File: config.mk
export PLATFORM = sky130hd
export DESIGN_NAME = clk_supervisor
export DESIGN_NICKNAME = d
export VERILOG_FILES = /design/src/source/clksup_pkg.sv /design/src/source/clk_supervisor.sv /design/src/source/clksel_fsm.sv /design/src/source/refclk_freq_meter.sv /design/src/source/switch_event_fifo.sv
export VERILOG_INCLUDE_DIRS = /design/src /design/src/source
export SDC_FILE = /design/constraint.sdc
export NUM_CORES = 1
export LEC_CHECK = 0
export BUFFER_PORTS_ARGS = -buffer_cell sky130_fd_sc_hd__buf_2
export CAP_MARGIN = 20
export CORE_ASPECT_RATIO = 2
export CORE_MARGIN = 3
export CORE_UTILIZATION = 50
export DETAILED_ROUTE_END_ITERATION = 16
export GPL_TIMING_DRIVEN = 0
export PLACE_DENSITY = 0.74
export SLEW_MARGIN = 15
export SYNTH_ARGS = -nofsm -noshare
export SYNTH_HDL_FRONTEND = slang
export SYNTH_SLANG_ARGS = --single-unit
File: constraint.sdc
create_clock -name clk100_ext_buf -period 2 [get_ports clk100_ext_buf]
set_input_delay 0.6 -clock clk100_ext_buf [delete_from_list [all_inputs] [get_ports clk100_ext_buf]]
set_output_delay 0.6 -clock clk100_ext_buf [all_outputs]
set_load 0.02 [all_outputs]
File: src/source/clksup_params.svh
`ifndef CLKSUP_PARAMS_SVH
`define CLKSUP_PARAMS_SVH

//////////////////////////////////////////////////////////////////////
// Measurement window
//////////////////////////////////////////////////////////////////////
`define CLKSUP_WINDOW_CYCLES 64     // Clock cycles per window
`define CLKSUP_EDGE_MIN      6      // Fewest edges in a good window
`define CLKSUP_EDGE_MAX      10     // Most edges in a good window
`define CLKSUP_GOOD_WINDOWS  2      // Good windows in a row to qualify

//////////////////////////////////////////////////////////////////////
// Source switch and event log
//////////////////////////////////////////////////////////////////////
`define CLKSUP_GUARD_CYCLES  4      // Both selects low this long
`define CLKSUP_FIFO_DEPTH    4      // Event queue entries

// Event codes as stored in the queue
`define CLKSUP_EVT_SRC_INT   1      // Internal source now selected
`define CLKSUP_EVT_SRC_EXT   2      // External source now selected
`define CLKSUP_EVT_EXT_LOST  3      // External reference disqualified

`endif

File: src/source/clksup_pkg.sv
package clksup_pkg;

    //////////////////////////////////////////////////////////////////////
    // Vector types
    //////////////////////////////////////////////////////////////////////

    // Rising reference edges seen in one window, saturating
    typedef logic [7:0] edge_cnt_t;

    // Window number, free running and wrapping
    // Also stamped onto every logged event
    typedef logic [7:0] win_idx_t;

    typedef logic [1:0] evt_code_t;     // Queue event code
    typedef logic [3:0] guard_cnt_t;    // Break-before-make gap timer

    //////////////////////////////////////////////////////////////////////
    // Selector state machine
    //////////////////////////////////////////////////////////////////////

    // SEL_START only exists right after reset
    // SEL_BREAK holds both selects low between sources
    typedef enum logic [1:0] {
        SEL_START = 2'd0,               // Out of reset, no source yet
        SEL_BREAK = 2'd1,               // Guard gap, both selects low
        SEL_INT   = 2'd2,               // Internal source driven
        SEL_EXT   = 2'd3                // External source driven
    } sel_state_t;

endpackage

File: src/source/clk_supervisor.sv
`timescale 1ns/1ps

module clk_supervisor (
    input  logic                   clk100_ext_buf,
    input  logic                   rst,
    input  logic                   ref_ext,        // External reference as data
    input  logic                   int_select,     // Force internal source
    input  logic                   pll_locked,     // Downstream PLL lock
    output logic                   sel_ext,
    output logic                   sel_int,
    output logic                   clk_ext_active,
    output logic                   locked,
    output logic                   evt_valid,
    input  logic                   evt_ready,
    output clksup_pkg::evt_code_t  evt_code,
    output clksup_pkg::win_idx_t   evt_win,
    output logic                   evt_overflow
);

    import clksup_pkg::*;

    logic       win_done;                          // Meter to FSM
    logic       win_good;
    win_idx_t   win_idx;
    logic       push;                              // FSM to queue
    evt_code_t  push_code;
    win_idx_t   push_win;

    //////////////////////////////////////////////////////////////////////
    // Reference rate measurement
    //////////////////////////////////////////////////////////////////////

    refclk_freq_meter u_meter (
        .clk100_ext_buf (clk100_ext_buf),
        .rst            (rst),
        .ref_ext        (ref_ext),
        .win_done       (win_done),
        .win_good       (win_good),
        .win_idx        (win_idx)
    );

    //////////////////////////////////////////////////////////////////////
    // Source selection
    //////////////////////////////////////////////////////////////////////

    clksel_fsm u_fsm (
        .clk100_ext_buf (clk100_ext_buf),
        .rst            (rst),
        .win_done       (win_done),
        .win_good       (win_good),
        .win_idx        (win_idx),
        .int_select     (int_select),
        .pll_locked     (pll_locked),
        .sel_ext        (sel_ext),
        .sel_int        (sel_int),
        .clk_ext_active (clk_ext_active),
        .locked         (locked),
        .push           (push),
        .push_code      (push_code),
        .push_win       (push_win)
    );

    // Event log only, never stalls the switch
    switch_event_fifo u_fifo (
        .clk100_ext_buf (clk100_ext_buf),
        .rst            (rst),
        .push           (push),
        .push_code      (push_code),
        .push_win       (push_win),
        .evt_valid      (evt_valid),
        .evt_ready      (evt_ready),
        .evt_code       (evt_code),
        .evt_win        (evt_win),
        .evt_overflow   (evt_overflow)
    );

endmodule

File: src/source/clksel_fsm.sv
`timescale 1ns/1ps
`include "clksup_params.svh"

module clksel_fsm (
    input  logic                   clk100_ext_buf,
    input  logic                   rst,
    input  logic                   win_done,       // Window end pulse
    input  logic                   win_good,       // Valid with win_done
    input  clksup_pkg::win_idx_t   win_idx,        // Event timestamp
    input  logic                   int_select,     // Force internal source
    input  logic                   pll_locked,
    output logic                   sel_ext,        // S0 style select
    output logic                   sel_int,        // S1 style select
    output logic                   clk_ext_active,
    output logic                   locked,
    output logic                   push,           // One cycle, no ready
    output clksup_pkg::evt_code_t  push_code,
    output clksup_pkg::win_idx_t   push_win
);

    import clksup_pkg::*;

    localparam int RUN_W = $clog2(`CLKSUP_GOOD_WINDOWS + 1);
    localparam logic [RUN_W-1:0] RUN_LAST = RUN_W'(`CLKSUP_GOOD_WINDOWS - 1);
    localparam guard_cnt_t GUARD_LAST = guard_cnt_t'(`CLKSUP_GUARD_CYCLES - 1);
    localparam evt_code_t EVT_SRC_INT  = evt_code_t'(`CLKSUP_EVT_SRC_INT);
    localparam evt_code_t EVT_SRC_EXT  = evt_code_t'(`CLKSUP_EVT_SRC_EXT);
    localparam evt_code_t EVT_EXT_LOST = evt_code_t'(`CLKSUP_EVT_EXT_LOST);

    sel_state_t        state;
    guard_cnt_t        guard_cnt;                  // Cycles spent in SEL_BREAK
    logic [RUN_W-1:0]  good_run;                   // Good windows in a row
    logic              ext_qual;                   // Reference trusted
    logic              target_ext;                 // Wanted source
    logic              lost_evt;                   // Qualification dropped now
    logic              lost_pend;                  // Lost event held one cycle
    logic              src_evt;                    // New select rises now

    //////////////////////////////////////////////////////////////////////
    // Qualification of the external reference
    //////////////////////////////////////////////////////////////////////

    assign lost_evt = win_done & ~win_good & ext_qual;

    always_ff @(posedge clk100_ext_buf) begin
        if (rst) begin
            good_run <= '0;
            ext_qual <= 1'b0;
        end else if (win_done) begin
            if (!win_good) begin
                good_run <= '0;                    // Any bad window disqualifies
                ext_qual <= 1'b0;
            end else if (good_run == RUN_LAST) begin
                ext_qual <= 1'b1;                  // Run complete
            end else begin
                good_run <= good_run + 1'b1;
            end
        end
    end

    assign clk_ext_active = ext_qual;
    assign target_ext     = ext_qual & ~int_select;

    //////////////////////////////////////////////////////////////////////
    // Break-before-make source switch
    //////////////////////////////////////////////////////////////////////

    // Target is sampled again at the end of the gap
    assign src_evt = (state == SEL_BREAK) && (guard_cnt == GUARD_LAST);

    always_ff @(posedge clk100_ext_buf) begin
        if (rst) begin
            state     <= SEL_START;
            guard_cnt <= '0;
            sel_ext   <= 1'b0;
            sel_int   <= 1'b0;
        end else begin
            case (state)
                SEL_START: begin
                    state     <= SEL_BREAK;        // One full gap before first source
                    guard_cnt <= '0;
                end
                SEL_BREAK: begin
                    if (src_evt) begin
                        state   <= target_ext ? SEL_EXT : SEL_INT;
                        sel_ext <= target_ext;     // Make
                        sel_int <= ~target_ext;
                    end else begin
                        guard_cnt <= guard_cnt + 1'b1;
                    end
                end
                SEL_INT: begin
                    if (target_ext) begin
                        state     <= SEL_BREAK;
                        sel_int   <= 1'b0;         // Break
                        guard_cnt <= '0;
                    end
                end
                SEL_EXT: begin
                    if (!target_ext) begin
                        state     <= SEL_BREAK;
                        sel_ext   <= 1'b0;         // Break
                        guard_cnt <= '0;
                    end
                end
                default: state <= SEL_START;
            endcase
        end
    end

    assign locked = ((state == SEL_INT) || (state == SEL_EXT)) && pll_locked;

    //////////////////////////////////////////////////////////////////////
    // Event pushes
    //////////////////////////////////////////////////////////////////////

    // A source event wins a shared cycle and the loss follows next
    always_ff @(posedge clk100_ext_buf) begin
        if (rst) begin
            push      <= 1'b0;
            lost_pend <= 1'b0;
        end else begin
            push <= 1'b0;
            if (src_evt) begin
                push      <= 1'b1;
                push_code <= target_ext ? EVT_SRC_EXT : EVT_SRC_INT;
                push_win  <= win_idx;
                lost_pend <= lost_pend | lost_evt;
            end else if (lost_evt || lost_pend) begin
                push      <= 1'b1;
                push_code <= EVT_EXT_LOST;
                push_win  <= win_idx;
                lost_pend <= 1'b0;
            end
        end
    end

endmodule

File: src/source/refclk_freq_meter.sv
`timescale 1ns/1ps
`include "clksup_params.svh"

module refclk_freq_meter (
    input  logic                  clk100_ext_buf,
    input  logic                  rst,
    input  logic                  ref_ext,        // Async reference, treated as data
    output logic                  win_done,       // One pulse per window
    output logic                  win_good,       // Verdict of the last window
    output clksup_pkg::win_idx_t  win_idx         // Advances with each pulse
);

    import clksup_pkg::*;

    localparam int TIMER_W = $clog2(`CLKSUP_WINDOW_CYCLES);
    localparam logic [TIMER_W-1:0] TIMER_LAST = TIMER_W'(`CLKSUP_WINDOW_CYCLES - 1);
    localparam edge_cnt_t EDGE_MIN = edge_cnt_t'(`CLKSUP_EDGE_MIN);
    localparam edge_cnt_t EDGE_MAX = edge_cnt_t'(`CLKSUP_EDGE_MAX);

    logic                ref_meta;                // First sync stage
    logic                ref_sync;                // Second sync stage
    logic                ref_prev;                // Delayed for edge detect
    logic                ref_rise;
    logic [TIMER_W-1:0]  win_timer;
    logic                win_end;
    edge_cnt_t           edge_cnt;
    edge_cnt_t           edge_cnt_nxt;

    //////////////////////////////////////////////////////////////////////
    // Synchronizer and rising edge detect
    //////////////////////////////////////////////////////////////////////

    always_ff @(posedge clk100_ext_buf) begin
        if (rst) begin
            ref_meta <= 1'b0;
            ref_sync <= 1'b0;
            ref_prev <= 1'b0;
        end else begin
            ref_meta <= ref_ext;                  // May go metastable
            ref_sync <= ref_meta;
            ref_prev <= ref_sync;
        end
    end

    assign ref_rise = ref_sync & ~ref_prev;       // Edge lands 3 cycles late

    //////////////////////////////////////////////////////////////////////
    // Window timer and edge counter
    //////////////////////////////////////////////////////////////////////

    assign win_end = (win_timer == TIMER_LAST);

    // Count this cycle's edge too, stop at all ones
    assign edge_cnt_nxt = (ref_rise && (edge_cnt != '1)) ? edge_cnt + 1'b1 : edge_cnt;

    always_ff @(posedge clk100_ext_buf) begin
        if (rst) begin
            win_timer <= '0;
        end else if (win_end) begin
            win_timer <= '0;                      // Next window starts
        end else begin
            win_timer <= win_timer + 1'b1;
        end
    end

    always_ff @(posedge clk100_ext_buf) begin
        if (rst || win_end) begin
            edge_cnt <= '0;                       // Fresh count per window
        end else begin
            edge_cnt <= edge_cnt_nxt;
        end
    end

    //////////////////////////////////////////////////////////////////////
    // Window verdict
    //////////////////////////////////////////////////////////////////////

    always_ff @(posedge clk100_ext_buf) begin
        if (rst) begin
            win_done <= 1'b0;
            win_good <= 1'b0;
            win_idx  <= '0;
        end else begin
            win_done <= win_end;                  // Single cycle pulse
            if (win_end) begin
                win_good <= (edge_cnt_nxt >= EDGE_MIN) && (edge_cnt_nxt <= EDGE_MAX);
                win_idx  <= win_idx + 1'b1;       // Wraps at 255
            end
        end
    end

endmodule

File: src/source/switch_event_fifo.sv
`timescale 1ns/1ps
`include "clksup_params.svh"

module switch_event_fifo (
    input  logic                   clk100_ext_buf,
    input  logic                   rst,
    input  logic                   push,           // No back-pressure on this side
    input  clksup_pkg::evt_code_t  push_code,
    input  clksup_pkg::win_idx_t   push_win,
    output logic                   evt_valid,
    input  logic                   evt_ready,
    output clksup_pkg::evt_code_t  evt_code,       // Head entry
    output clksup_pkg::win_idx_t   evt_win,
    output logic                   evt_overflow    // Sticky until rst
);

    import clksup_pkg::*;

    localparam int DEPTH = `CLKSUP_FIFO_DEPTH;
    localparam int PTR_W = $clog2(DEPTH);
    localparam int CNT_W = $clog2(DEPTH + 1);
    localparam logic [PTR_W-1:0] PTR_LAST = PTR_W'(DEPTH - 1);
    localparam logic [CNT_W-1:0] CNT_FULL = CNT_W'(DEPTH);

    evt_code_t         code_mem [DEPTH];          // Event codes
    win_idx_t          win_mem  [DEPTH];          // Window stamps
    logic [PTR_W-1:0]  wr_ptr;
    logic [PTR_W-1:0]  rd_ptr;
    logic [CNT_W-1:0]  count;                     // Occupancy
    logic              full;
    logic              wr_en;
    logic              rd_en;

    assign full  = (count == CNT_FULL);
    assign wr_en = push & ~full;                  // Dropped when full
    assign rd_en = evt_valid & evt_ready;         // Read handshake

    //////////////////////////////////////////////////////////////////////
    // Storage
    //////////////////////////////////////////////////////////////////////

    always_ff @(posedge clk100_ext_buf) begin
        if (wr_en) begin
            code_mem[wr_ptr] <= push_code;
            win_mem[wr_ptr]  <= push_win;
        end
    end

    //////////////////////////////////////////////////////////////////////
    // Pointers, count and overflow
    //////////////////////////////////////////////////////////////////////

    always_ff @(posedge clk100_ext_buf) begin
        if (rst) begin
            wr_ptr       <= '0;
            rd_ptr       <= '0;
            count        <= '0;
            evt_overflow <= 1'b0;
        end else begin
            if (wr_en) begin
                wr_ptr <= (wr_ptr == PTR_LAST) ? '0 : wr_ptr + 1'b1;
            end
            if (rd_en) begin
                rd_ptr <= (rd_ptr == PTR_LAST) ? '0 : rd_ptr + 1'b1;
            end
            case ({wr_en, rd_en})
                2'b10:   count <= count + 1'b1;
                2'b01:   count <= count - 1'b1;
                default: count <= count;          // Both or neither
            endcase
            if (push && full) begin
                evt_overflow <= 1'b1;             // Event lost
            end
        end
    end

    // Head stays put until a handshake moves rd_ptr
    assign evt_valid = (count != '0);
    assign evt_code  = code_mem[rd_ptr];
    assign evt_win   = win_mem[rd_ptr];

endmodule

# Yosys cells after proc, flatten, opt, wreduce, memory -nomap -nowiden

Memories as Yosys holds them, arrays and structs flattened. A register that Yosys moved wholly into a read port is not among the register bits.
Index checks and enable logic that the tools add are counted.

Memories kept: 2
Register bits: 58
Word-level logic and storage cells: 126
Bits of input ports: 6
Output and inout bits: 16
Bits in writable memories: 40

$lt $le $gt $ge: 2
Eq/ne operators: 18
Mux-type cells: 38
Reductions and logical operators: 22
$add $sub $neg: 9
Bitwise gates (word level): 13

Memory list:

| name            | depth | width | rd ports | clocked after Yosys merged registers in | wr ports | RTL line                | source |
|---|---|---|---|---|---|---|---|
| u_fifo.win_mem  | 4     | 8     | 1        | 1                                       | 1        | switch_event_fifo.sv:26 | `win_idx_t win_mem [DEPTH];` |
| u_fifo.code_mem | 4     | 2     | 1        | 1                                       | 1        | switch_event_fifo.sv:25 | `evt_code_t code_mem [DEPTH];` |

Operators by type and width:

| cell                                                 | count |
|---|---|
| two-way mux 2 bit                                    | 14 |
| two-way mux 8 bit                                    | 3 |
| adder 8 x 1 -> 8 bit (second input constant)         | 2 |
| case mux 4 bit (4 select lines)                      | 1 |
| two-way mux 1 bit                                    | 13 |
| two-way mux 4 bit                                    | 3 |
| AND reduction 3 bit                                  | 4 |
| == test 2 bit (second input constant)                | 5 |
| >= comparator 8 x 3 -> 1 bit (second input constant) | 1 |
| <= comparator 8 x 4 -> 1 bit (second input constant) | 1 |
| != test 8 bit (second input constant)                | 1 |
| case mux 2 bit (4 select lines)                      | 1 |
| nonzero test 2 bit                                   | 4 |
| adder 2 x 1 -> 2 bit (second input constant)         | 3 |
| adder 6 x 1 -> 6 bit (second input constant)         | 1 |
| bitwise AND 1 bit                                    | 6 |
| == test 2 x 1 -> 1 bit (second input constant)       | 3 |
| == test 6 bit (second input constant)                | 1 |
| != test 2 x 1 -> 1 bit (second input constant)       | 3 |
| != test 2 bit (second input constant)                | 3 |
| NOT 1 bit                                            | 6 |
| case mux 3 bit (2 select lines)                      | 1 |
| AND reduction 2 bit                                  | 3 |
| logical AND 1 bit                                    | 5 |
| other kinds (11)                                     | 14 |

# Longest topological paths before layout

Depth in word-level cells: 6
Depth in mapped cells: 10
Mapped depth without buffers: 10

# By module

Synthesis repeated with hierarchy kept, for this count alone.

Cells, all modules: 332
Area, all modules: 4,187.8 sq um

Modules (own cells, without submodules):

| module            | seq. area each (sq um) | area each (sq um) | cells an instance | times used |
|---|---|---|---|---|
| switch_event_fifo | 1,401.3                | 1,949.4           | 106               | 1 |
| refclk_freq_meter | 540.5                  | 1,216.2           | 137               | 1 |
| clksel_fsm        | 560.5                  | 1,022.2           | 89                | 1 |

# Worst setup path after synthesis

Ideal clock, no wire load.

Path type: flip-flop to flip-flop
Start: register u_fifo.count[0]
End: register u_fifo.count[2]
Setup time: 70 ps
Required time: 1,930 ps
Path slack: -78 ps
Cell stages (with the launch flop): 10
Data arrival time: 2,008 ps
Path buffers: 0
Clock period less this slack: 2,078 ps
Path through: dfxtp_1 > or3_1 > nand2_1 > inv_1 > ha_1 > inv_1 > fa_1 > xor2_1 > or3_1 > a21oi_1

Elaborated cells on any way between the ends: 11
Those cells by class: add/sub: 2; eq/ne: 3; mux: 1; bitwise: 3; reduce/logical: 2

RTL lines:

| what                                                                  | RTL line                | source |
|---|---|---|
| start: declaration                                                    | switch_event_fifo.sv:29 | `logic [CNT_W-1:0] count;` |
| start signal: assignment                                              | switch_event_fifo.sv:67 | `2'b10: count <= count + 1'b1;` |
| start signal: assignment                                              | switch_event_fifo.sv:68 | `2'b01: count <= count - 1'b1;` |
| start signal: assignment                                              | switch_event_fifo.sv:69 | `default: count <= count;` |
| nonzero test 3 bit (*)                                                | switch_event_fifo.sv:78 | `assign evt_valid = (count != '0);` |
| via evt_valid                                                         | clk_supervisor.sv:13    | `output logic evt_valid,` |
| bitwise AND 1 bit (*)                                                 | switch_event_fifo.sv:36 | `assign rd_en = evt_valid & evt_ready;` |
| == test 2 x 1 -> 1 bit or == test 2 bit (tied branches)               | switch_event_fifo.sv:66 | `case ({wr_en, rd_en})` |
| case mux 3 bit (2 select lines) or nonzero test 2 bit (tied branches) | --                      |  |

The timed path passes the listed nets; every way through them passes the cells marked *.
A chain may end at the register's enable or synchronous reset.

==> results.toml <==
[critical_path]
r2r-start = "u_fifo.count[1]"
crit_chain = "buf_8, mux4_2, buf_6"
r2r_end = "u_fifo.count[2]"
crit_fanout = 5
startpoint_type = "flip-flop"
max_stage_delay_ns = 0.51
critPathArrivalTime_ns = 1.52
reg2regPathDepth = 10
critPathRequiredTime_ns = 1.40
r2r_setup_slack_ns = 0.09
worst_path_max_delay_cell = "mux4_2"
critPathKind = "reg -> out"
end_kind = "output pin"
crit_end = "evt_win[0]"

[clocking]
clock-sinks = 100
insertion_delay_ns = 0.34
cts_buffers = 9
cts-root-buf = "clkbuf_16"
cts_tree = "built"
cts_buffer_depth = 2
clk_pin_slew_ns = 0.07
cts_max_level = 3

[synth]
synth_warnings = 0
syn_area_per_cell_sq_um = 12.0
synth_edf_count = 50
ys_seq_area_share_pct = 60.5
synth_nets = 363
synth_flop_cell = "edfxtp_1"
synth_top_area_share_pct = 36.3
ys_seq_elements = 100
yosys-top-cells-area = "edfxtp_1 36%, dfxtp_1 24%, mux4_2 5.4%"
syn_inst = 345
synth_top_area_cell = "edfxtp_1"
synth-async-reset-ratio_pct = 0
ys_types = 50
syn-cell-area_sq_um = 4140

[timing]
timing.final.ws_setup_ns = -0.121
maxSlewHeadroom_pct = 62.4
finalSetupViolations = 10
min_period_ns = 2.12
worst_pin_slew_ns = 0.565
final.setup.tns_ns = -1.08
fin_worst_skew_ns = 0.00590
hold_viol = 0
period_share_pct = 106
rsz0062_at_grt = "true"
fmax_mhz = 472
slew_violations = 0
holdWs_ns = 0.445

[pwr]
vdd_drop_max_mv = 0.710
p_per_area_nw_per_um2 = 833
p_leak_nw = 1.74

[placed_design]
port_buffers = 21
dpl.hpwl_um = 5110
dp_slack_ns = -0.445
place_congestion = 0.803

[detailed_routing]
dr.pass1.iters = 4
drt_wl_total_um = 7230
drc = 0
vias = 2690
dr.first_iter.drc_count = 109
drt-vias-per-instance = 5.57
wl_per_cell_um = 15.0
drtAntennaViolNets = 0

[global_routing]
antenna_found_initial = 0
grt_usage_pct = 16.8
gr-total-overflow = 0
grt_max_degree = 18
grt_pass1_vias = 2719
grt_pass1_wl_um = 12300

[flow_run]
maxCapViolCount = 0

[status]
status = "finished with violations"
violations = "setup timing"

[hold_path]
hold_path_class = "reg -> reg"

[cells_and_area]
antenna_cells = 0
fill_cells = 634
area_growth_syn_to_layout_pct = 18.2
post_route_cells_drive_above_1_share_pct = 20.7
nNetsFinal = 400

[floorplan]
std_cell_rows = 46
fp.dieH_um = 135
dieArea_sq_um = 9460
io-pin-count = 22
die_w_um = 70.3
start_util_pct = 51.7
coreArea_sq_um = 8000
## kinds of logic after synthesis
group                      after synthesis  synth area share (%)
adders and majority gates               12                  3.81
AOI/OAI and AO/OA                       53                  8.44
and+or+nand+nor                        124                  14.9
buffers and inverters                   27                  2.78
muxes                                   13                  6.17
xor gates and xnor gates                16                  3.39
DFF                                    100                  60.5
## layer usage
layer	global-route usage, %	wire (um)
met1	15.1	2490
met2	33.1	4340
met3	4.55	195
met4	7.68	204
met5	0	0
## synthesized netlist by cell type, drive strengths merged (2+ instances only)
cell / n
a211oi: 2
a21boi: 2
a21oi: 24
a31o: 2
and2: 2
and3: 8
buf: 8
clkbuf: 6
dfxtp: 50
edfxtp: 50
ha: 11
inv: 13
mux2i: 3
mux4: 10
nand2: 30
nand2b: 5
nand3: 9
nand4: 4
nor2: 34
nor2b: 7
nor3: 11
o21ai: 8
o22ai: 2
o31ai: 3
or3: 8
xnor2: 6
xor2: 10
## final cells by class
type                    instances  area, sq um  share of cell area [%]
flip-flops and latches        100         2520                    51.5
multi-input cells             218         1570                    32.1
repair buffers                 27          233                    4.76
clock buffers                   9          225                    4.61
well taps                      96          120                    2.46
clock inverters                 7         98.8                    2.02
plain buffers                  13         73.8                    1.51
inverters                      13         51.3                    1.05
## how the worst min path moves through the flow
stage / startpoint / slack [ns] / endpoint / cells past startpoint
detailed placement: u_meter.ref_meta / 0.43 / u_meter.ref_sync / 1
CTS: u_meter.ref_meta / 0.45 / u_meter.ref_sync / 1
global placement: u_meter.ref_meta / 0.42 / u_meter.ref_sync / 1
global route: u_meter.ref_meta / 0.47 / u_meter.ref_sync / 1
floorplan: u_meter.ref_meta / 0.41 / u_meter.ref_sync / 1
finish: u_meter.ref_meta / 0.44 / u_meter.ref_sync / 1
## placed cells by master, fill, tap and decap left out, types with 2 or more instances in the layout
master and n:
ha_1 10, o31ai_1 2, nor2b_1 7, mux4_2 10, nand2b_1 4, clkinv_4 2, nor3_1 10, buf_2 15
bufinv_16 2, clkbuf_16 9, a21oi_1 23, nor2_1 33, mux2i_1 3, nand4_1 4, xnor2_1 6, a211oi_1 2
clkbuf_1 5, o21ai_0 8, edfxtp_1 50, nand3_1 9, nand2_1 28, dfxtp_4 3, dfxtp_1 45, buf_6 11
or3_1 7, and3_1 8, a21boi_0 2, dfxtp_2 2, xor2_1 10, buf_4 5, inv_1 11, o22ai_1 2
## where the power goes
part,internal [W],leakage (nW),switching (W)
combinational,0.0000325,0.732,0.0000474
sequential,0.00214,0.856,0.0000132
clock,0.00110,0.156,0.000736
total,0.00327,1.74,0.000797
## registers in the layout, summed over array words and instances (netlist names), 2 cells and up, named ones only
name and flops:
u_fifo.count 3, u_fsm.good_run 2, u_fsm.push_code 2, u_fsm.state 2, u_fifo.win_mem 32, u_fsm.guard_cnt 4, u_fifo.wr_ptr 2, u_meter.win_timer 6
u_fifo.rd_ptr 2, u_fsm.push_win 8, u_meter.win_idx 8, u_fifo.code_mem 8, u_meter.edge_cnt 8
## metrics by stage
| step | util, % | cells | area, sq um | power, W |
|---|---|---|---|---|
| global route | 61.1 | 483 | 4890 | 0.00421 |
| detailed placement | 54.7 | 462 | 4370 | 0.00228 |
| finish | 61.1 | 483 | 4890 | 0.00407 |
| global placement | 54.7 | 462 | 4370 | 0.00228 |
| floorplan | - | 345 | 4150 | 0.00225 |
| CTS | 60.9 | 482 | 4870 | 0.00411 |
## worst max-delay path: cells and delay by family, from the launching register on
family	cells	cell delay, ns
flip-flops	1	0.38
buffers and inverters	2	0.29
multiplexers	1	0.51
## timing repair
item | 4_1_cts | 5_1_grt
endpoints found under the setup margin | 22 | 15
hold buffers | 0 | 0
buffers inserted | 4 | 1
pin swaps | 2 | 3
cloned | 1 | 0
gates resized for setup | 39 | 5
No activity file was read; power rests on OpenSTA's default activity.
